--- src/hdl/mem_test_cfg.svh ---
// Width settings for the memory read-bandwidth test engine
// Included by the package, which builds the shared types from these values

`ifndef MEM_TEST_CFG_SVH
`define MEM_TEST_CFG_SVH

// ======================================================================
// Data path widths
// ======================================================================

// Cache-line address and buffer offset width
`define MEM_TEST_ADDR_BITS 42

// Stride and base rotation width
`define MEM_TEST_STRIDE_BITS 16

// Offered-load reload interval width
`define MEM_TEST_INTERVAL_BITS 8

// Cycle, response and in-flight counters
// Host keeps run_cycles below 2^31 so cycles plus drain fit the counter
`define MEM_TEST_CNT_BITS 32

`endif

--- src/hdl/mem_test_pkg.sv ---
// Shared types for the memory read-bandwidth test engine
// Every RTL module imports this package by wildcard

package mem_test_pkg;

    `include "mem_test_cfg.svh"

    // ==================================================================
    // Vector types
    // ==================================================================

    // Cache-line address or offset inside the test buffer
    typedef logic [`MEM_TEST_ADDR_BITS-1:0]     line_addr_t;

    // Walk stride and base rotation point
    typedef logic [`MEM_TEST_STRIDE_BITS-1:0]   stride_t;

    // Pacing reload value, one request per interval plus one cycles
    typedef logic [`MEM_TEST_INTERVAL_BITS-1:0] interval_t;

    // Statistics and cycle counters
    typedef logic [`MEM_TEST_CNT_BITS-1:0]      counter_t;

    // Run FSM encoding
    typedef enum logic [1:0]
    {
        RUN_IDLE,
        RUN_ACTIVE,
        RUN_DRAIN
    } run_state_t;

    // ==================================================================
    // Host configuration and run results
    // ==================================================================

    // Held stable by the host from start until done
    typedef struct packed
    {
        line_addr_t rd_base;
        line_addr_t mem_mask;
        stride_t    stride;
        interval_t  req_interval;
        counter_t   run_cycles;
    } test_cfg_t;

    // Valid from done until the next start
    typedef struct packed
    {
        counter_t cycles_executed;
        counter_t rsp_count;
        counter_t inflight_max;
    } test_result_t;

endpackage

--- src/hdl/mem_test_top.sv ---
// Top of the memory read-bandwidth test engine
// Host loads cfg, pulses start and collects result when done pulses

`timescale 1ns/10ps

module mem_test_top
    import mem_test_pkg::*;
(
    input  logic         clk,
    input  logic         reset,
    input  test_cfg_t    cfg,
    input  logic         start,
    input  logic         rd_almost_full,
    input  logic         rsp_valid,
    output logic         req_valid,
    output line_addr_t   req_addr,
    output logic         busy,
    output logic         done,
    output test_result_t result
);

    // Control
    logic       start_run;
    run_state_t run_state;

    // Producer to walker and statistics
    logic       issue;
    line_addr_t offset;

    // Statistics
    counter_t   inflight_now;
    counter_t   rsp_count;
    counter_t   inflight_max;
    counter_t   cycles_executed;

    // ==================================================================
    // Control
    // ==================================================================

    run_ctrl run_ctrl_inst (
        .clk             (clk),
        .reset           (reset),
        .start           (start),
        .run_cycles      (cfg.run_cycles),
        .inflight_now    (inflight_now),
        .req_valid       (req_valid),
        .start_run       (start_run),
        .run_state       (run_state),
        .busy            (busy),
        .done            (done),
        .cycles_executed (cycles_executed)
    );

    // ==================================================================
    // Request side
    // ==================================================================

    rd_addr_walker rd_addr_walker_inst (
        .clk       (clk),
        .reset     (reset),
        .start_run (start_run),
        .issue     (issue),
        .stride    (cfg.stride),
        .mem_mask  (cfg.mem_mask),
        .offset    (offset)
    );

    rd_req_gen rd_req_gen_inst (
        .clk            (clk),
        .reset          (reset),
        .start_run      (start_run),
        .run_state      (run_state),
        .rd_almost_full (rd_almost_full),
        .req_interval   (cfg.req_interval),
        .rd_base        (cfg.rd_base),
        .offset         (offset),
        .issue          (issue),
        .req_valid      (req_valid),
        .req_addr       (req_addr)
    );

    // ==================================================================
    // Response side
    // ==================================================================

    rsp_stats rsp_stats_inst (
        .clk          (clk),
        .reset        (reset),
        .start_run    (start_run),
        .issue        (issue),
        .rsp_valid    (rsp_valid),
        .inflight_now (inflight_now),
        .rsp_count    (rsp_count),
        .inflight_max (inflight_max)
    );

    // Counters hold from done until the next start
    assign result.cycles_executed = cycles_executed;
    assign result.rsp_count       = rsp_count;
    assign result.inflight_max    = inflight_max;

endmodule

--- src/hdl/rd_addr_walker.sv ---
// Read offset walker for the test buffer
// Steps by the stride and rotates the start point each time the walk wraps

`timescale 1ns/10ps

module rd_addr_walker
    import mem_test_pkg::*;
(
    input  logic       clk,
    input  logic       reset,
    input  logic       start_run,
    input  logic       issue,
    input  stride_t    stride,
    input  line_addr_t mem_mask,
    output line_addr_t offset
);

    // Offset used by the request after the current one
    line_addr_t offset_next;

    // Start point for the next trip through the buffer
    stride_t    base_next;
    logic       base_upd;

    // Largest start point before the base wraps to zero
    stride_t    base_max;

    // Next offset left the masked region
    logic       overflow;

    assign overflow = |(offset_next & ~mem_mask);

    // ==================================================================
    // Base rotation limit
    // ==================================================================

    // Limit follows the config one cycle later
    always_ff @(posedge clk)
    begin
        if (stride == stride_t'(0))
        begin
            base_max <= stride_t'(0);
        end
        else
        begin
            // One line below the stride and kept inside the region
            base_max <= (stride - stride_t'(1)) & stride_t'(mem_mask);
        end
    end

    // ==================================================================
    // Offset walk
    // ==================================================================

    always_ff @(posedge clk)
    begin
        // Base moves on the cycle after a wrap
        if (base_upd)
        begin
            if (base_next < base_max)
            begin
                base_next <= base_next + stride_t'(1);
            end
            else
            begin
                base_next <= stride_t'(0);
            end
        end
        base_upd <= 1'b0;

        if (issue)
        begin
            if (overflow)
            begin
                // Back to the buffer head at the rotated start point
                offset      <= line_addr_t'(base_next);
                offset_next <= line_addr_t'(base_next) + line_addr_t'(stride);
                base_upd    <= 1'b1;
            end
            else
            begin
                offset      <= offset_next;
                offset_next <= offset_next + line_addr_t'(stride);
            end
        end

        // New run starts at the head with the base stepped once
        if (reset || start_run)
        begin
            offset      <= line_addr_t'(0);
            offset_next <= line_addr_t'(stride);
            base_next   <= stride_t'(0);
            base_upd    <= 1'b1;
        end
    end

endmodule

--- src/hdl/rd_req_gen.sv ---
// Read request generator
// Paces requests at the offered load and holds off while the bus is almost full

`timescale 1ns/10ps

module rd_req_gen
    import mem_test_pkg::*;
(
    input  logic       clk,
    input  logic       reset,
    input  logic       start_run,
    input  run_state_t run_state,
    input  logic       rd_almost_full,
    input  interval_t  req_interval,
    input  line_addr_t rd_base,
    input  line_addr_t offset,
    output logic       issue,
    output logic       req_valid,
    output line_addr_t req_addr
);

    // Registered back-pressure that reads full out of reset
    logic      almost_full_q;

    // Offered load pacing
    interval_t pace_cnt;
    logic      pace_en;

    always_ff @(posedge clk)
    begin
        if (reset)
        begin
            almost_full_q <= 1'b1;
        end
        else
        begin
            almost_full_q <= rd_almost_full;
        end
    end

    // ==================================================================
    // Pacing counter
    // ==================================================================

    // One enable per reload and a slot missed during a stall is lost
    always_ff @(posedge clk)
    begin
        if (reset || start_run)
        begin
            pace_cnt <= interval_t'(0);
            pace_en  <= 1'b0;
        end
        else
        begin
            pace_en <= (pace_cnt == interval_t'(0));
            if (pace_cnt == interval_t'(0))
            begin
                pace_cnt <= req_interval;
            end
            else
            begin
                pace_cnt <= pace_cnt - interval_t'(1);
            end
        end
    end

    // ==================================================================
    // Request issue and output register
    // ==================================================================

    assign issue = (run_state == RUN_ACTIVE) && !almost_full_q && pace_en;

    // Address uses the walker offset before it advances on this issue
    always_ff @(posedge clk)
    begin
        req_addr <= rd_base + offset;

        if (reset)
        begin
            req_valid <= 1'b0;
        end
        else
        begin
            req_valid <= issue;
        end
    end

endmodule

--- src/hdl/rsp_stats.sv ---
// Read response statistics
// Counts returned lines and tracks current and peak outstanding reads

`timescale 1ns/10ps

module rsp_stats
    import mem_test_pkg::*;
(
    input  logic     clk,
    input  logic     reset,
    input  logic     start_run,
    input  logic     issue,
    input  logic     rsp_valid,
    output counter_t inflight_now,
    output counter_t rsp_count,
    output counter_t inflight_max
);

    // Response seen on the previous cycle
    logic rsp_q;

    // ==================================================================
    // Response counting
    // ==================================================================

    always_ff @(posedge clk)
    begin
        if (reset || start_run)
        begin
            rsp_q     <= 1'b0;
            rsp_count <= counter_t'(0);
        end
        else
        begin
            rsp_q <= rsp_valid;
            if (rsp_q)
            begin
                rsp_count <= rsp_count + counter_t'(1);
            end
        end
    end

    // ==================================================================
    // Outstanding reads
    // ==================================================================

    always_ff @(posedge clk)
    begin
        if (reset || start_run)
        begin
            inflight_now <= counter_t'(0);
            inflight_max <= counter_t'(0);
        end
        else
        begin
            // Issue and response together leave the count unchanged
            if (issue != rsp_q)
            begin
                inflight_now <= rsp_q ? inflight_now - counter_t'(1) :
                                        inflight_now + counter_t'(1);
            end

            // Peak trails the current count by a cycle
            if (inflight_now > inflight_max)
            begin
                inflight_max <= inflight_now;
            end
        end
    end

endmodule

--- src/hdl/run_ctrl.sv ---
// Run controller for the read test engine
// Sequences idle, active and drain, and counts the cycles of each run

`timescale 1ns/10ps

module run_ctrl
    import mem_test_pkg::*;
(
    input  logic       clk,
    input  logic       reset,
    input  logic       start,
    input  counter_t   run_cycles,
    input  counter_t   inflight_now,
    input  logic       req_valid,
    output logic       start_run,
    output run_state_t run_state,
    output logic       busy,
    output logic       done,
    output counter_t   cycles_executed
);

    // Remaining active cycles
    counter_t cycles_rem;

    // Drain is over once nothing is on the bus and nothing is outstanding
    logic can_finish;

    assign can_finish = (inflight_now == counter_t'(0)) && !req_valid;

    assign busy = (run_state != RUN_IDLE);

    // ==================================================================
    // Start pulse register
    // ==================================================================

    always_ff @(posedge clk)
    begin
        if (reset)
        begin
            start_run <= 1'b0;
        end
        else
        begin
            start_run <= start;
        end
    end

    // ==================================================================
    // Run FSM
    // ==================================================================

    always_ff @(posedge clk)
    begin
        if (reset)
        begin
            run_state       <= RUN_IDLE;
            cycles_rem      <= counter_t'(0);
            cycles_executed <= counter_t'(0);
            done            <= 1'b0;
        end
        else
        begin
            // Single-cycle done unless set below
            done <= 1'b0;

            case (run_state)
                RUN_IDLE:
                begin
                    // Last count stays visible until a new run begins
                    if (start_run)
                    begin
                        run_state       <= RUN_ACTIVE;
                        cycles_rem      <= run_cycles;
                        cycles_executed <= counter_t'(0);
                    end
                end

                RUN_ACTIVE:
                begin
                    if (cycles_rem == counter_t'(0))
                    begin
                        run_state <= RUN_DRAIN;
                    end
                    else
                    begin
                        cycles_rem <= cycles_rem - counter_t'(1);
                    end
                    cycles_executed <= cycles_executed + counter_t'(1);
                end

                RUN_DRAIN:
                begin
                    // Wait for the last reads to come back
                    if (can_finish)
                    begin
                        run_state <= RUN_IDLE;
                        done      <= 1'b1;
                    end
                    cycles_executed <= cycles_executed + counter_t'(1);
                end

                default:
                begin
                    run_state <= RUN_IDLE;
                end
            endcase
        end
    end

endmodule

--- config.mk ---
export PLATFORM = sky130hd
export DESIGN_NAME = mem_test_top
export DESIGN_NICKNAME = d
export VERILOG_FILES = /design/src/hdl/mem_test_pkg.sv /design/src/hdl/mem_test_top.sv /design/src/hdl/rd_addr_walker.sv /design/src/hdl/rd_req_gen.sv /design/src/hdl/rsp_stats.sv /design/src/hdl/run_ctrl.sv
export VERILOG_INCLUDE_DIRS = /design/src /design/src/hdl
export SDC_FILE = /design/constraint.sdc
export NUM_CORES = 1
export LEC_CHECK = 0
export ABC_CLOCK_PERIOD_IN_PS = 4280
export BUFFER_PORTS_ARGS = -buffer_cell sky130_fd_sc_hd__buf_2
export CAP_MARGIN = 40
export CORE_MARGIN = 3
export CORE_UTILIZATION = 58
export DETAILED_ROUTE_END_ITERATION = 8
export GPL_TIMING_DRIVEN = 0
export PLACE_DENSITY = 0.81
export REMOVE_ABC_BUFFERS = 1
export SLEW_MARGIN = 10
export SYNTH_ARGS = -nofsm -noshare
export SYNTH_HDL_FRONTEND = slang
export SYNTH_SLANG_ARGS = --single-unit
--- constraint.sdc ---
create_clock -name clk -period 4.28 [get_ports clk]
set_clock_uncertainty 0.1 [all_clocks]
set_input_delay 0.856 -clock clk [delete_from_list [all_inputs] [get_ports clk]]
set_output_delay 0.856 -clock clk [all_outputs]
set_load 0.01 [all_outputs]
==> results.sh <==
export IMPL_yosysSeqAreaShare=0.346
export IMPL_timing_max_cap_violations=0
export IMPL_gp_congestion=0.957
export IMPL_grtUsageTotal=0.290
export IMPL_worst_slack_ps=406
export IMPL_synth_compound_area_frac=0.206
export IMPL_grt_max_degree=67
export IMPL_cts_tree="built"
export IMPL_ant_nets=0
export IMPL_synthMuxAreaShare=0.0158
export IMPL_synth_top_family_by_area="compound AO/OA/AOI/OAI gates"
export IMPL_synth_ff_type="dfxtp_1"
export IMPL_cp_max_fo=41
export IMPL_post_place_ws_ps=220
export IMPL_grt_pass1_vias=18251
export IMPL_hp_start="rd_req_gen_inst.pace_cnt[0]"
export IMPL_wirelength_microns=54800
export IMPL_dieArea_sq_um=36500
export IMPL_min_period_ps=3870
export IMPL_vias_per_cell=6.03
export IMPL_end_kind="flop"
export IMPL_synth_avg_cell_area_sq_um=8.32
export IMPL_hold_slack_ps=387
export IMPL_finalCritPeriodShare=0.905
export IMPL_relSlewSlack=0.411
export IMPL_layout_common_cells="dfxtp_1, buf_2, nor2_1"
export IMPL_drt_iter0_drc=1182
export IMPL_start_util=0.591
export IMPL_path_class="reg2reg"
export IMPL_cts_root_buf="clkbuf_16"
export IMPL_ioPinCount=286
export IMPL_gr_total_overflow=0
export IMPL_placed_area_sq_um=21900
export IMPL_route_detailed_drc=0
export IMPL_synth_xor_area_frac=0.0816
export IMPL_cp_startpoint="rsp_stats_inst.rsp_q"
export IMPL_htreeDepth=2
export IMPL_layout_drive_gt1_share=0.153
export IMPL_area_delta_synth_final_pct=16.6
export IMPL_fin_nets=2952
export IMPL_async_reset_ff_frac=0
export IMPL_synth_warnings=0
export IMPL_wl_per_cell_microns=17.6
export IMPL_fin_area_sq_um=23200
export IMPL_clock_latency_ps=530
export IMPL_ctsResizeCount=0
export IMPL_setup_violations=0
export IMPL_worstPathRequired_ps=4550
export IMPL_vias=18826
export IMPL_drt_pass1_iter_count=6
export IMPL_ys_ff_latch=335
export IMPL_synth_fa_ha_area_frac=0.105
export IMPL_powerDensity_nw_per_um2=377
export IMPL_num_rows=67
export IMPL_io_buffers=285
export IMPL_placed_cells=3049
export IMPL_utilization=0.689
export IMPL_synth_distinct_cells=76
export IMPL_cts_buffers_inserted=38
export IMPL_timing_rr_start="rsp_stats_inst.rsp_q"
export IMPL_fill_cells=2746
export IMPL_hold_viol=0
export IMPL_max_freq_ghz=0.258
export IMPL_die_h_microns=191
export IMPL_layout_cells_non_filler=3122
export IMPL_final_common_cell="dfxtp_1"
export IMPL_holdBufCountCts=0
export IMPL_cellLeakagePower_nw=10.1
export IMPL_syn_area_sq_um=19900
export IMPL_synth_edff_count=16
export IMPL_clkTransAtPathRegs_ps=60
export IMPL_worst_slew_pin_slew_ps=883
export IMPL_core_sq_um=33600
export IMPL_status="finished, final reports clean"
export IMPL_synth_simple_area_share=0.202
export IMPL_post_dp_hpwl_microns=40600
export IMPL_die_w_microns=191
export IMPL_syn_inst=2386
export IMPL_p_total_mw=8.73
export IMPL_slew_viol_final=0
export IMPL_clockBufferDepth=3
export IMPL_irDropWorstVdd_mv=0.355
export IMPL_fin_setup_tns_ps=0
export IMPL_cts_sinks=335
export IMPL_crit_path_start_kind="flop"
export IMPL_grt_pass1_wl_microns=88900
export IMPL_cts_setup_buffers=0
export IMPL_antenna_found_initial=3
export IMPL_worst_ep_arrival_time_ps=4140
export IMPL_hp_class="reg2reg"
export IMPL_grt_setup_unrepaired="no"
==> flip-flops by register name (all words and copies together) (netlist names), 2 cells and up <==
signal                           count
run_ctrl_inst.cycles_executed       32
run_ctrl_inst.cycles_rem            32
rd_addr_walker_inst.offset          42
run_ctrl_inst.run_state              2
rd_req_gen_inst.pace_cnt             8
rd_addr_walker_inst.offset_next     42
rsp_stats_inst.inflight_max         32
rd_req_gen_inst.req_addr            42
rd_addr_walker_inst.base_next       16
rd_addr_walker_inst.base_max        16
rsp_stats_inst.rsp_count            32
rsp_stats_inst.inflight_now         32
==> layout make-up <==
| class | instances | area, sq um | share of cell area |
|---|---|---|---|
| clock inverter | 9 | 139 | 0.00600 |
| timing repair buffer | 308 | 1740 | 0.0751 |
| multi-input combinational | 1826 | 12200 | 0.527 |
| clock buffer | 59 | 1140 | 0.0493 |
| inverter | 133 | 499 | 0.0216 |
| sequential | 335 | 6870 | 0.297 |
| antenna | 4 | 10.0 | 0.000432 |
| tap | 448 | 561 | 0.0242 |
==> worst paths after layout <==
kind	end	slack, ps	cells after the start
worst max register to register	rsp_stats_inst.inflight_now[30]	410	11
worst min register to register	rd_req_gen_inst.pace_cnt[0]	390	1
worst max-delay path	rsp_stats_inst.inflight_now[30]	410	11
worst min-delay path	rd_req_gen_inst.pace_cnt[0]	390	1
==> power by group <==
part / internal (mW) / switching, mW
registers: 3.32 / 0.178
clock network: 2.02 / 1.32
logic: 0.739 / 1.15
==> kinds of logic after synthesis <==
group / count (synthesis)
simple gates: 819
xor+xnor: 185
mux: 31
fa+ha+maj: 165
flops: 335
buf+inv: 225
compound gates: 626
==> worst max-delay path, stage by stage, from the launching register on <==
cell	delay, ps
dfxtp_2	900
inv_1	170
fa_1	430
nand2b_1	210
a21oi_1	250
o21ai_0	230
o221a_2	360
o211ai_1	340
a311oi_1	220
o21ai_0	270
xnor2_1	150
a21oi_1	80
==> cell usage after synthesis (all sizes together) (14+ instances only) <==
| cell | instances | share of area |
|---|---|---|
| o21ai | 108 | 0.027 |
| and3 | 39 | 0.012 |
| ha | 161 | 0.10 |
| buf | 14 | 0.0032 |
| nor2 | 236 | 0.045 |
| clkbuf | 78 | 0.015 |
| nand2b | 22 | 0.0069 |
| a31oi | 18 | 0.0057 |
| a21o | 65 | 0.025 |
| o31ai | 48 | 0.018 |
| a22o | 26 | 0.011 |
| o21bai | 18 | 0.0068 |
| a22oi | 15 | 0.0057 |
| mux2i | 29 | 0.015 |
| edfxtp | 16 | 0.024 |
| a211oi | 52 | 0.020 |
| inv | 133 | 0.025 |
| or3 | 25 | 0.0085 |
| o21a | 14 | 0.0053 |
| nand4 | 51 | 0.016 |
| xor2 | 83 | 0.037 |
| nor3 | 56 | 0.015 |
| nor4 | 22 | 0.0091 |
| dfxtp | 319 | 0.32 |
| nor2b | 20 | 0.0063 |
| xnor2 | 102 | 0.045 |
| nand3 | 85 | 0.022 |
| nand2 | 202 | 0.038 |
| o22ai | 16 | 0.0050 |
| a21oi | 170 | 0.043 |
==> routing by layer <==
metal,part of all wire,GRT usage
met2,0.48,0.505
met5,0.00024,0
met4,0.041,0.123
met3,0.077,0.0530
met1,0.41,0.353
Note: power is estimated with default switching activity, not from simulation.
